### src/hdl/spi_flash_defs.svh
`ifndef SPI_FLASH_DEFS_SVH
`define SPI_FLASH_DEFS_SVH

// ==================================================
// serial flash controller constants
// ==================================================

`define SPI_HALF_SCLK     2        // system clocks per sclk half period
`define FLASH_ADDR_W      24
`define CACHE_READ_OPCODE 8'h03    // plain single lane read

// register word indices
`define REG_ADDRESS       3'd0
`define REG_DATAIN        3'd1
`define REG_COMMAND       3'd2
`define REG_START         3'd3
`define REG_RESET         3'd4
`define REG_READY         3'd5
`define REG_DATAOUT       3'd6

`endif
### src/hdl/spi_flash_pkg.sv
`include "spi_flash_defs.svh"

package spi_flash_pkg;

  typedef logic [`FLASH_ADDR_W-1:0] flash_addr_t;
  typedef logic [31:0]              flash_word_t;
  typedef logic [2:0]               csr_idx_t;

  // ==================================================
  // command and request records
  // ==================================================

  typedef struct packed {
    logic [7:0] opcode;
    logic       addr_en;
    logic [3:0] dummy_cycles;
    logic [5:0] ndata_bits;      // 0 to 32
    logic       data_dir;        // set for a write to the flash
  } flash_cmd_t;

  typedef struct packed {
    flash_cmd_t  cmd;
    flash_addr_t addr;
    flash_word_t wdata;
  } flash_req_t;

  typedef struct packed {
    flash_word_t rdata;          // read bits right aligned
  } flash_rsp_t;

  typedef enum logic [2:0] {
    IDLE,
    OPCODE,
    ADDR,
    DUMMY,
    DATA,
    FINISH
  } engine_state_t;

endpackage

### src/hdl/spi_flash_ctrl.sv
`timescale 1ns/10ps

module spi_flash_ctrl (
  input  logic                       clk_i,
  input  logic                       arst_i,
  input  logic                       csr_req_i,
  input  logic                       csr_we_i,
  input  spi_flash_pkg::csr_idx_t    csr_idx_i,
  input  spi_flash_pkg::flash_word_t csr_wdata_i,
  output logic                       csr_ack_o,
  output spi_flash_pkg::flash_word_t csr_rdata_o,
  input  logic                       cache_req_i,
  input  spi_flash_pkg::flash_addr_t cache_addr_i,
  output logic                       cache_ack_o,
  output spi_flash_pkg::flash_word_t cache_rdata_o,
  output logic                       sclk_o,
  output logic                       ss_n_o,
  output logic                       mosi_o,
  input  logic                       miso_i
);
  import spi_flash_pkg::*;

  flash_req_t csr_req;
  flash_req_t cache_req;
  flash_req_t eng_req;
  flash_rsp_t arb_rsp;
  flash_rsp_t eng_rsp;
  logic       csr_valid;
  logic       cache_valid;
  logic       csr_done;
  logic       cache_done;
  logic       busy;
  logic       eng_start;
  logic       eng_done;
  logic       soft_clear;
  logic       eng_clear;

  assign eng_clear = arst_i | soft_clear;  // soft reset hits the arbiter and the engine only

  csr_port i_csr_port (
    .clk_i, .arst_i, .csr_req_i, .csr_we_i, .csr_idx_i, .csr_wdata_i,
    .busy_i(busy), .done_i(csr_done), .rsp_i(arb_rsp),
    .csr_ack_o, .csr_rdata_o,
    .req_valid_o(csr_valid), .req_o(csr_req), .soft_clear_o(soft_clear)
  );

  cache_port i_cache_port (
    .clk_i, .arst_i, .cache_req_i, .cache_addr_i,
    .done_i(cache_done), .rsp_i(arb_rsp),
    .cache_ack_o, .cache_rdata_o,
    .req_valid_o(cache_valid), .req_o(cache_req)
  );

  flash_req_arbiter i_arbiter (
    .clk_i, .arst_i, .clear_i(eng_clear),
    .csr_valid_i(csr_valid), .csr_req_i(csr_req),
    .cache_valid_i(cache_valid), .cache_req_i(cache_req),
    .eng_done_i(eng_done), .eng_rsp_i(eng_rsp),
    .csr_done_o(csr_done), .cache_done_o(cache_done), .rsp_o(arb_rsp),
    .busy_o(busy), .eng_start_o(eng_start), .eng_req_o(eng_req)
  );

  spi_shift_engine i_engine (
    .clk_i, .arst_i, .clear_i(eng_clear),
    .start_i(eng_start), .req_i(eng_req), .miso_i,
    .done_o(eng_done), .rsp_o(eng_rsp),
    .sclk_o, .ss_n_o, .mosi_o
  );

endmodule

### src/hdl/spi_shift_engine.sv
`timescale 1ns/10ps
`include "spi_flash_defs.svh"

module spi_shift_engine (
  input  logic                      clk_i,
  input  logic                      arst_i,
  input  logic                      clear_i,
  input  logic                      start_i,
  input  spi_flash_pkg::flash_req_t req_i,
  input  logic                      miso_i,
  output logic                      done_o,
  output spi_flash_pkg::flash_rsp_t rsp_o,
  output logic                      sclk_o,
  output logic                      ss_n_o,
  output logic                      mosi_o
);
  import spi_flash_pkg::*;

  localparam int HALF_W = ($clog2(`SPI_HALF_SCLK) > 0) ? $clog2(`SPI_HALF_SCLK) : 1;
  localparam logic [HALF_W-1:0] HALF_LAST = HALF_W'(`SPI_HALF_SCLK - 1);

  engine_state_t     state_q;
  engine_state_t     nxt_state;
  logic [HALF_W-1:0] half_cnt_q;
  logic [5:0]        bit_cnt_q;
  logic [5:0]        nxt_cnt;
  logic              sclk_q;
  logic              ss_n_q;
  logic              done_q;
  flash_word_t       shift_q;    // bit on mosi is always the msb
  flash_word_t       nxt_shift;
  flash_word_t       rdata_q;
  flash_req_t        req_q;
  logic              shifting;
  logic              half_tick;

  assign shifting  = (state_q == OPCODE) || (state_q == ADDR) ||
                     (state_q == DUMMY) || (state_q == DATA);
  assign half_tick = shifting && (half_cnt_q == HALF_LAST);

  // ==================================================
  // phase sequencing, skipping empty phases
  // ==================================================

  always_comb begin
    nxt_state = FINISH;
    nxt_shift = '0;
    nxt_cnt   = '0;
    if (state_q == OPCODE && req_q.cmd.addr_en) begin
      nxt_state = ADDR;
      nxt_shift = flash_word_t'(req_q.addr) << (32 - `FLASH_ADDR_W);
      nxt_cnt   = 6'(`FLASH_ADDR_W);
    end else if ((state_q == OPCODE || state_q == ADDR) && req_q.cmd.dummy_cycles != 4'd0) begin
      nxt_state = DUMMY;
      nxt_cnt   = {2'b00, req_q.cmd.dummy_cycles};
    end else if (state_q != DATA && req_q.cmd.ndata_bits != 6'd0) begin
      nxt_state = DATA;
      nxt_cnt   = req_q.cmd.ndata_bits;
      if (req_q.cmd.data_dir) begin
        nxt_shift = req_q.wdata << (6'd32 - req_q.cmd.ndata_bits);  // msb of the field first
      end
    end
  end

  always_ff @(posedge clk_i or posedge arst_i) begin
    if (arst_i) begin
      state_q    <= IDLE;
      half_cnt_q <= '0;
      bit_cnt_q  <= '0;
      sclk_q     <= 1'b0;
      ss_n_q     <= 1'b1;
      done_q     <= 1'b0;
      shift_q    <= '0;
    end else if (clear_i) begin
      state_q    <= IDLE;
      half_cnt_q <= '0;
      bit_cnt_q  <= '0;
      sclk_q     <= 1'b0;
      ss_n_q     <= 1'b1;
      done_q     <= 1'b0;
      shift_q    <= '0;
    end else begin
      done_q <= 1'b0;
      case (state_q)
        IDLE: begin
          if (start_i) begin
            ss_n_q     <= 1'b0;
            shift_q    <= {req_i.cmd.opcode, 24'h000000};
            bit_cnt_q  <= 6'd8;
            half_cnt_q <= '0;
            state_q    <= OPCODE;
          end
        end
        FINISH: begin
          ss_n_q  <= 1'b1;
          done_q  <= 1'b1;
          state_q <= IDLE;
        end
        default: begin
          if (half_tick) begin
            half_cnt_q <= '0;
            sclk_q     <= ~sclk_q;
            if (sclk_q) begin  // falling edge closes the bit
              if (bit_cnt_q == 6'd1) begin
                state_q   <= nxt_state;
                shift_q   <= nxt_shift;
                bit_cnt_q <= nxt_cnt;
              end else begin
                shift_q   <= {shift_q[30:0], 1'b0};
                bit_cnt_q <= bit_cnt_q - 6'd1;
              end
            end
          end else begin
            half_cnt_q <= half_cnt_q + 1'b1;
          end
        end
      endcase
    end
  end

  // miso is taken at the end of the low half, right as sclk rises
  always_ff @(posedge clk_i) begin
    if (state_q == IDLE && start_i) begin
      req_q   <= req_i;
      rdata_q <= '0;
    end else if (state_q == DATA && half_tick && !sclk_q && !req_q.cmd.data_dir) begin
      rdata_q <= {rdata_q[30:0], miso_i};
    end
  end

  assign done_o = done_q;
  assign rsp_o  = '{rdata: rdata_q};
  assign sclk_o = sclk_q;
  assign ss_n_o = ss_n_q;
  assign mosi_o = shift_q[31];

endmodule

### src/hdl/flash_req_arbiter.sv
`timescale 1ns/10ps

module flash_req_arbiter (
  input  logic                      clk_i,
  input  logic                      arst_i,
  input  logic                      clear_i,
  input  logic                      csr_valid_i,
  input  spi_flash_pkg::flash_req_t csr_req_i,
  input  logic                      cache_valid_i,
  input  spi_flash_pkg::flash_req_t cache_req_i,
  input  logic                      eng_done_i,
  input  spi_flash_pkg::flash_rsp_t eng_rsp_i,
  output logic                      csr_done_o,
  output logic                      cache_done_o,
  output spi_flash_pkg::flash_rsp_t rsp_o,
  output logic                      busy_o,
  output logic                      eng_start_o,
  output spi_flash_pkg::flash_req_t eng_req_o
);
  import spi_flash_pkg::*;

  logic       busy_q;
  logic       owner_cache_q;  // set while the cache owns the engine
  logic       start_q;
  flash_req_t eng_req_q;

  // ==================================================
  // grant, cache first
  // ==================================================

  always_ff @(posedge clk_i or posedge arst_i) begin
    if (arst_i) begin
      busy_q        <= 1'b0;
      owner_cache_q <= 1'b0;
      start_q       <= 1'b0;
    end else if (clear_i) begin
      busy_q        <= 1'b0;
      owner_cache_q <= 1'b0;
      start_q       <= 1'b0;
    end else begin
      start_q <= 1'b0;
      if (!busy_q) begin
        if (cache_valid_i) begin
          busy_q        <= 1'b1;
          owner_cache_q <= 1'b1;
          start_q       <= 1'b1;
        end else if (csr_valid_i) begin
          busy_q        <= 1'b1;
          owner_cache_q <= 1'b0;
          start_q       <= 1'b1;
        end
      end else if (eng_done_i) begin
        busy_q <= 1'b0;  // the loser still holds valid and is picked next
      end
    end
  end

  always_ff @(posedge clk_i) begin
    if (!busy_q) eng_req_q <= cache_valid_i ? cache_req_i : csr_req_i;
  end

  assign csr_done_o   = eng_done_i & busy_q & ~owner_cache_q;
  assign cache_done_o = eng_done_i & busy_q & owner_cache_q;
  assign rsp_o        = eng_rsp_i;
  assign busy_o       = busy_q;
  assign eng_start_o  = start_q;
  assign eng_req_o    = eng_req_q;

endmodule

### src/hdl/cache_port.sv
`timescale 1ns/10ps
`include "spi_flash_defs.svh"

module cache_port (
  input  logic                       clk_i,
  input  logic                       arst_i,
  input  logic                       cache_req_i,
  input  spi_flash_pkg::flash_addr_t cache_addr_i,
  input  logic                       done_i,
  input  spi_flash_pkg::flash_rsp_t  rsp_i,
  output logic                       cache_ack_o,
  output spi_flash_pkg::flash_word_t cache_rdata_o,
  output logic                       req_valid_o,
  output spi_flash_pkg::flash_req_t  req_o
);
  import spi_flash_pkg::*;

  typedef enum logic [1:0] {
    CP_WAIT,
    CP_PEND,
    CP_ACK
  } cache_state_t;

  // fixed 32 bit read with a 3 byte address
  localparam flash_cmd_t READ_CMD = '{opcode: `CACHE_READ_OPCODE, addr_en: 1'b1,
                                      dummy_cycles: 4'd0, ndata_bits: 6'd32,
                                      data_dir: 1'b0};

  cache_state_t state_q;
  flash_addr_t  addr_q;
  flash_word_t  rdata_q;

  always_ff @(posedge clk_i or posedge arst_i) begin
    if (arst_i) begin
      state_q <= CP_WAIT;
    end else begin
      case (state_q)
        CP_WAIT: if (cache_req_i) state_q <= CP_PEND;
        CP_PEND: if (done_i) state_q <= CP_ACK;
        CP_ACK:  if (!cache_req_i) state_q <= CP_WAIT;
        default: state_q <= CP_WAIT;
      endcase
    end
  end

  always_ff @(posedge clk_i) begin
    if (state_q == CP_WAIT && cache_req_i) addr_q <= cache_addr_i;
    if (state_q == CP_PEND && done_i) rdata_q <= rsp_i.rdata;
  end

  assign req_valid_o   = (state_q == CP_PEND);
  assign cache_ack_o   = (state_q == CP_ACK);
  assign cache_rdata_o = rdata_q;
  assign req_o         = '{cmd: READ_CMD, addr: addr_q, wdata: '0};

endmodule

### src/hdl/csr_port.sv
`timescale 1ns/10ps
`include "spi_flash_defs.svh"

module csr_port (
  input  logic                       clk_i,
  input  logic                       arst_i,
  input  logic                       csr_req_i,
  input  logic                       csr_we_i,
  input  spi_flash_pkg::csr_idx_t    csr_idx_i,
  input  spi_flash_pkg::flash_word_t csr_wdata_i,
  input  logic                       busy_i,
  input  logic                       done_i,
  input  spi_flash_pkg::flash_rsp_t  rsp_i,
  output logic                       csr_ack_o,
  output spi_flash_pkg::flash_word_t csr_rdata_o,
  output logic                       req_valid_o,
  output spi_flash_pkg::flash_req_t  req_o,
  output logic                       soft_clear_o
);
  import spi_flash_pkg::*;

  localparam int CMD_W = $bits(flash_cmd_t);

  flash_addr_t address_q;
  flash_word_t datain_q;
  flash_cmd_t  command_q;
  flash_word_t dataout_q;
  flash_word_t rdata_q;
  flash_word_t rd_word;
  logic        ack_q;
  logic        pend_q;
  logic        req_valid_q;
  logic        soft_clear_q;
  logic        ready;
  logic        start_wr;
  logic        access;
  logic        reset_wr;

  assign ready    = ~(req_valid_q | busy_i);
  assign start_wr = csr_req_i & ~ack_q & csr_we_i & (csr_idx_i == `REG_START);
  assign access   = csr_req_i & ~ack_q & pend_q;  // second cycle of a plain access
  assign reset_wr = access & csr_we_i & (csr_idx_i == `REG_RESET);

  // ==================================================
  // four phase handshake
  // ==================================================

  always_ff @(posedge clk_i or posedge arst_i) begin
    if (arst_i) begin
      ack_q  <= 1'b0;
      pend_q <= 1'b0;
    end else if (ack_q) begin
      if (!csr_req_i) ack_q <= 1'b0;  // hold ack until the master lets go
    end else if (start_wr || access) begin
      ack_q  <= 1'b1;
      pend_q <= 1'b0;
    end else if (csr_req_i) begin
      pend_q <= 1'b1;
    end
  end

  always_ff @(posedge clk_i or posedge arst_i) begin
    if (arst_i) begin
      req_valid_q  <= 1'b0;
      soft_clear_q <= 1'b0;
    end else begin
      soft_clear_q <= reset_wr;
      if (reset_wr) req_valid_q <= 1'b0;
      else if (start_wr && ready) req_valid_q <= 1'b1;  // a busy start is dropped
      else if (done_i) req_valid_q <= 1'b0;
    end
  end

  always_comb begin
    rd_word = '0;
    case (csr_idx_i)
      `REG_ADDRESS: rd_word = flash_word_t'(address_q);
      `REG_DATAIN:  rd_word = datain_q;
      `REG_COMMAND: rd_word = flash_word_t'(command_q);
      `REG_READY:   rd_word = flash_word_t'(ready);
      `REG_DATAOUT: rd_word = dataout_q;
      default:      rd_word = '0;
    endcase
  end

  always_ff @(posedge clk_i) begin
    if (access && csr_we_i) begin
      case (csr_idx_i)
        `REG_ADDRESS: address_q <= csr_wdata_i[`FLASH_ADDR_W-1:0];
        `REG_DATAIN:  datain_q  <= csr_wdata_i;
        `REG_COMMAND: command_q <= flash_cmd_t'(csr_wdata_i[CMD_W-1:0]);
        default: ;
      endcase
    end
    if (access && !csr_we_i) rdata_q <= rd_word;
    if (done_i && !command_q.data_dir) dataout_q <= rsp_i.rdata;  // only reads update it
  end

  assign csr_ack_o    = ack_q;
  assign csr_rdata_o  = rdata_q;
  assign req_valid_o  = req_valid_q;
  assign req_o        = '{cmd: command_q, addr: address_q, wdata: datain_q};
  assign soft_clear_o = soft_clear_q;

endmodule

### config.mk
export PLATFORM = sky130hd
export DESIGN_NAME = spi_flash_ctrl
export DESIGN_NICKNAME = d
export VERILOG_FILES = /design/src/hdl/spi_flash_pkg.sv /design/src/hdl/spi_flash_ctrl.sv /design/src/hdl/spi_shift_engine.sv /design/src/hdl/flash_req_arbiter.sv /design/src/hdl/cache_port.sv /design/src/hdl/csr_port.sv
export VERILOG_INCLUDE_DIRS = /design/src /design/src/hdl
export SDC_FILE = /design/constraint.sdc
export NUM_CORES = 1
export LEC_CHECK = 0
export BUFFER_PORTS_ARGS = -buffer_cell sky130_fd_sc_hd__buf_4
export CAP_MARGIN = 30
export CELL_PAD_IN_SITES_DETAIL_PLACEMENT = 0
export CELL_PAD_IN_SITES_GLOBAL_PLACEMENT = 1
export CORE_ASPECT_RATIO = 1.75
export CORE_UTILIZATION = 30
export DETAILED_ROUTE_END_ITERATION = 10
export GPL_TIMING_DRIVEN = 0
export PLACE_DENSITY = 0.49
export SLEW_MARGIN = 20
export SYNTH_ARGS = -nofsm -noshare
export SYNTH_HDL_FRONTEND = slang
export SYNTH_HIERARCHICAL = 1
export SYNTH_SLANG_ARGS = --single-unit
### constraint.sdc
create_clock -name clk_i -period 5.37 [get_ports clk_i]
set_input_delay 1.074 -clock clk_i [delete_from_list [all_inputs] [get_ports clk_i]]
set_output_delay 1.074 -clock clk_i [all_outputs]
set_load 0.02 [all_outputs]
==> flow_summary.ini <==
[sta]
maxClockFrequency_mhz = 244
rsz_0062_raised_after_global_routing = false
final_setup_fails = 0
final.setup_skew_ps = 9.82
layout_min_cycle_time_ps = 4100
hold-worst-slack_ps = 417
slew_violations = 0
tightest_slew_ps = 948
layout_worst_path_cycle_share_pct = 76.4
worst_slack_ps = 1270
finalHoldViolations = 0
relSlewSlack_pct = 36.3

[grt]
grt_first_pass_wirelength_um = 85100
grt_start_max_net_pins = 50
overflow = 0
antenna_found_initial = 0
first_global_vias = 12300
grt_util_all_layers_pct = 18.7

[setup_path]
worstSetupPathType = flip-flop to flip-flop
setup.worst_path.end_class = flip-flop
critical-path-slowest-cell = sky130_fd_sc_hd__mux4_1
worstRegToRegCells = 11
critPathRequiredTime_ps = 5810
crit_family = buffers and inverters
max_stage_delay_ps = 520
setup.worst_path.start_class = flip-flop
path_depth = 11
cp_cell_instances = buf_4 -> buf_2 -> inv_1 -> ha_1 -> clkbuf_2 -> buf_1 -> mux4_2 -> mux4_1 -> mux2_2 -> a221oi_1 -> o21ai_0
worst_ep_arrival_time_ps = 4540
critical_path.max_fanout = 10
timing.critical_path.buf_inv = 5

[clock_tree]
cts.sinks = 426
numCtsBuffers = 43
clk_latency_ps = 560
cts.path.max_buffers = 3
clk_pin_slew_worst_paths_ps = 70
post_cts.repair.setup_buffers = 0
cts_tree = done
cts.root.buffer_cell = sky130_fd_sc_hd__clkbuf_16
ctsHtreeMaxLevel = 2
post_cts_resize_count = 0
post_cts_hold_buffer_count = 0

[yosys]
post-synth-top-count-cell = sky130_fd_sc_hd__edfxtp_1
synth_seq_cells = 426
ys_top_cells_by_count = 340 x sky130_fd_sc_hd__edfxtp_1, 129 x sky130_fd_sc_hd__nand2_1, 91 x sky130_fd_sc_hd__buf_4
netlist.area_leader.share_pct = 54.1
synth-main-ff-cell = sky130_fd_sc_hd__edfxtp_1
async_reset_ff_share_pct = 12.7
syn-mean-instance-area_um2 = 14.2
post_synth_main_area_contributors = sky130_fd_sc_hd__edfxtp_1 54%, sky130_fd_sc_hd__dfrtp_1 7.0%, sky130_fd_sc_hd__mux4_2 4.7%
synth_edf_count = 340
syn-cell-area_um2 = 18900
synth_top_area_cell = sky130_fd_sc_hd__edfxtp_1
unique_cell_type_count_in_the_yosys_netlist = 79
postSynthCellCount = 1328
synth-warning-count = 6
ys_seq_area_share_pct = 64.6

[hold_path]
min_path_type = flip-flop to flip-flop
timing.hold.worst_path_depth = 0

[floorplan]
fp.dieH_um = 334
chipWidth_um = 192
start_util_pct = 30.3
num_rows = 121
design.die.area_um2 = 64000
ios = 134
core_ar_um2 = 62200

[detailed_routing]
routed-via-count = 11600
initialDrtViolationCount = 642
ant_nets = 0
routed_wirelength_um = 58700
drt_pre_antenna_iters = 5
route.detailed.wl_per_inst_um = 24.5
route.detailed.drc = 0
drt-vias-per-instance = 4.84

[cells_and_area]
number_of_diodes = 0
postLayoutCellArea_um2 = 22900
share_of_layout_cells_above_drive_strength_1_pct = 29.7
filler_cell_count = 6066
layout.nets = 1637
flow.area_growth_from_synthesis_pct = 21.2

[pwr]
ir_worst_vdd_mv = 0.244
power.density_cell_area_nw_per_um2 = 347
power.static_leakage_nw = 8.55

[placed_design]
hpwl_um = 46200
place.gp.congestion = 0.902
dpl_worst_slack_ps = 1210
detailed_place.area_um2 = 21400
port_buffer_count = 133

[job]
drv_cap = 0

[outcome]
outcome = complete, no violations
-- cell families (layout without fill, tap and decap cells) --
| family | Yosys count | after routing | synth area share (%) |
|---|---|---|---|
| AOI/OAI and AO/OA | 249 | 249 | 8.71 |
| buffers and inverters | 179 | 404 | 6.07 |
| adders and majority gates | 3 | 3 | 0.199 |
| DFF | 426 | 426 | 64.6 |
| other | 2 | 52 | 0.0398 |
| xor gates and xnor gates | 8 | 8 | 0.371 |
| and+or+nand+nor | 294 | 294 | 7.30 |
| muxes | 167 | 167 | 12.7 |
-- metal layers --
| metal | up-vias | wire length, um | track usage (%) |
|---|---|---|---|
| met5 | - | 0 | 0 |
| met4 | 0 | 3470 | 10.6 |
| met3 | 107 | 2460 | 3.00 |
| met2 | 328 | 32200 | 35.6 |
| met1 | 5761 | 20600 | 18.8 |
| li1 | 5419 | - | - |
-- worst reg2reg max path, cell delays in order, from the launching register on --
cell                       delay (ps)
sky130_fd_sc_hd__edfxtp_1         400
sky130_fd_sc_hd__buf_4            240
sky130_fd_sc_hd__buf_2            380
sky130_fd_sc_hd__inv_1             90
sky130_fd_sc_hd__ha_1             290
sky130_fd_sc_hd__clkbuf_2         190
sky130_fd_sc_hd__buf_1            480
sky130_fd_sc_hd__mux4_2           490
sky130_fd_sc_hd__mux4_1           530
sky130_fd_sc_hd__mux2_2           360
sky130_fd_sc_hd__a221oi_1         410
sky130_fd_sc_hd__o21ai_0          120
-- state kept, by name (all words and copies together), names as in the netlist, 2 cells and up --
name / flops
i_engine/bit_cnt_q: 6
i_engine/rsp_o: 32
i_arbiter/eng_req_o: 76
i_csr_port/datain_q: 32
i_cache_port/state_q: 2
i_csr_port/dataout_q: 32
i_cache_port/addr_q: 24
i_csr_port/address_q: 24
i_csr_port/req_o: 20
i_csr_port/csr_rdata_o: 32
i_engine/state_q: 3
i_cache_port/cache_rdata_o: 32
i_engine/req_q: 68
i_engine/shift_q: 32
-- cell type report --
class,instances,area [um2],share of cell area (%)
tap,799,1000,4.37
inverter,17,68.8,0.301
sequential,426,12200,53.3
timing repair buffer,146,1250,5.47
buffer,162,1090,4.75
clock buffer,62,1270,5.56
clock inverter,17,221,0.968
multi-input combinational,773,5780,25.2
-- path summary, 6_finish.rpt --
kind	start	endpoint	slack [ps]
hold / removal	i_arbiter/eng_req_o[19]$_DFFE_PN_	i_engine/req_q[19]$_DFFE_PP_	420
min in group asynchronous	arst_i	i_cache_port/state_q[1]$_DFFE_PP0P_	440
setup / recovery	i_engine/req_q[57]$_DFFE_PP_	i_engine/shift_q[23]$_DFFE_PP0P_	1270
max in group asynchronous	arst_i	i_engine/shift_q[6]$_DFFE_PP0P_	4240
hold reg to reg	i_arbiter/eng_req_o[19]$_DFFE_PN_	i_engine/req_q[19]$_DFFE_PP_	420
setup reg to reg	i_engine/req_q[57]$_DFFE_PP_	i_engine/shift_q[23]$_DFFE_PP0P_	1270
-- power by group --
part           internal [W]  switching, W
Sequential          0.00374     0.0000964
Combinational      0.000389      0.000538
Clock               0.00185       0.00131
Total               0.00598       0.00195
-- layout by cell type (no fill, tap or decap), types with 6 or more instances in the layout --
master and count:
sky130_fd_sc_hd__clkbuf_8 6, sky130_fd_sc_hd__nand3_1 44, sky130_fd_sc_hd__buf_1 6, sky130_fd_sc_hd__a22o_1 10, sky130_fd_sc_hd__mux4_2 39, sky130_fd_sc_hd__conb_1 52, sky130_fd_sc_hd__clkbuf_16 46, sky130_fd_sc_hd__a31oi_1 9
sky130_fd_sc_hd__mux2i_1 44, sky130_fd_sc_hd__o21ai_0 34, sky130_fd_sc_hd__edfxtp_1 340, sky130_fd_sc_hd__nor2b_1 6, sky130_fd_sc_hd__inv_1 14, sky130_fd_sc_hd__buf_2 14, sky130_fd_sc_hd__nor3_1 24, sky130_fd_sc_hd__nor3b_1 7
sky130_fd_sc_hd__dfrtp_1 53, sky130_fd_sc_hd__clkbuf_1 46, sky130_fd_sc_hd__and3_1 8, sky130_fd_sc_hd__dfxtp_1 32, sky130_fd_sc_hd__nor2_1 37, sky130_fd_sc_hd__buf_16 7, sky130_fd_sc_hd__o21ai_1 20, sky130_fd_sc_hd__a221o_1 10
sky130_fd_sc_hd__a21oi_1 80, sky130_fd_sc_hd__buf_6 11, sky130_fd_sc_hd__mux2_4 18, sky130_fd_sc_hd__a22oi_1 13, sky130_fd_sc_hd__mux2_2 62, sky130_fd_sc_hd__a2bb2oi_1 22, sky130_fd_sc_hd__buf_4 228, sky130_fd_sc_hd__nand2_1 129
-- metrics by stage --
| step | util [%] | TNS, ps | total power (W) | instances |
|---|---|---|---|---|
| after floorplan | - | 0 | 0.00443 | 1378 |
| after global placement | 33.9 | -67660 | 0.00483 | 2310 |
| after detailed placement | 34.4 | 0 | 0.00485 | 2322 |
| after CTS | 36.8 | 0 | 0.00806 | 2401 |
| after global routing | 36.8 | 0 | 0.00820 | 2402 |
| final | 36.8 | 0 | 0.00793 | 2402 |
No activity file was read; power rests on OpenSTA's default activity.
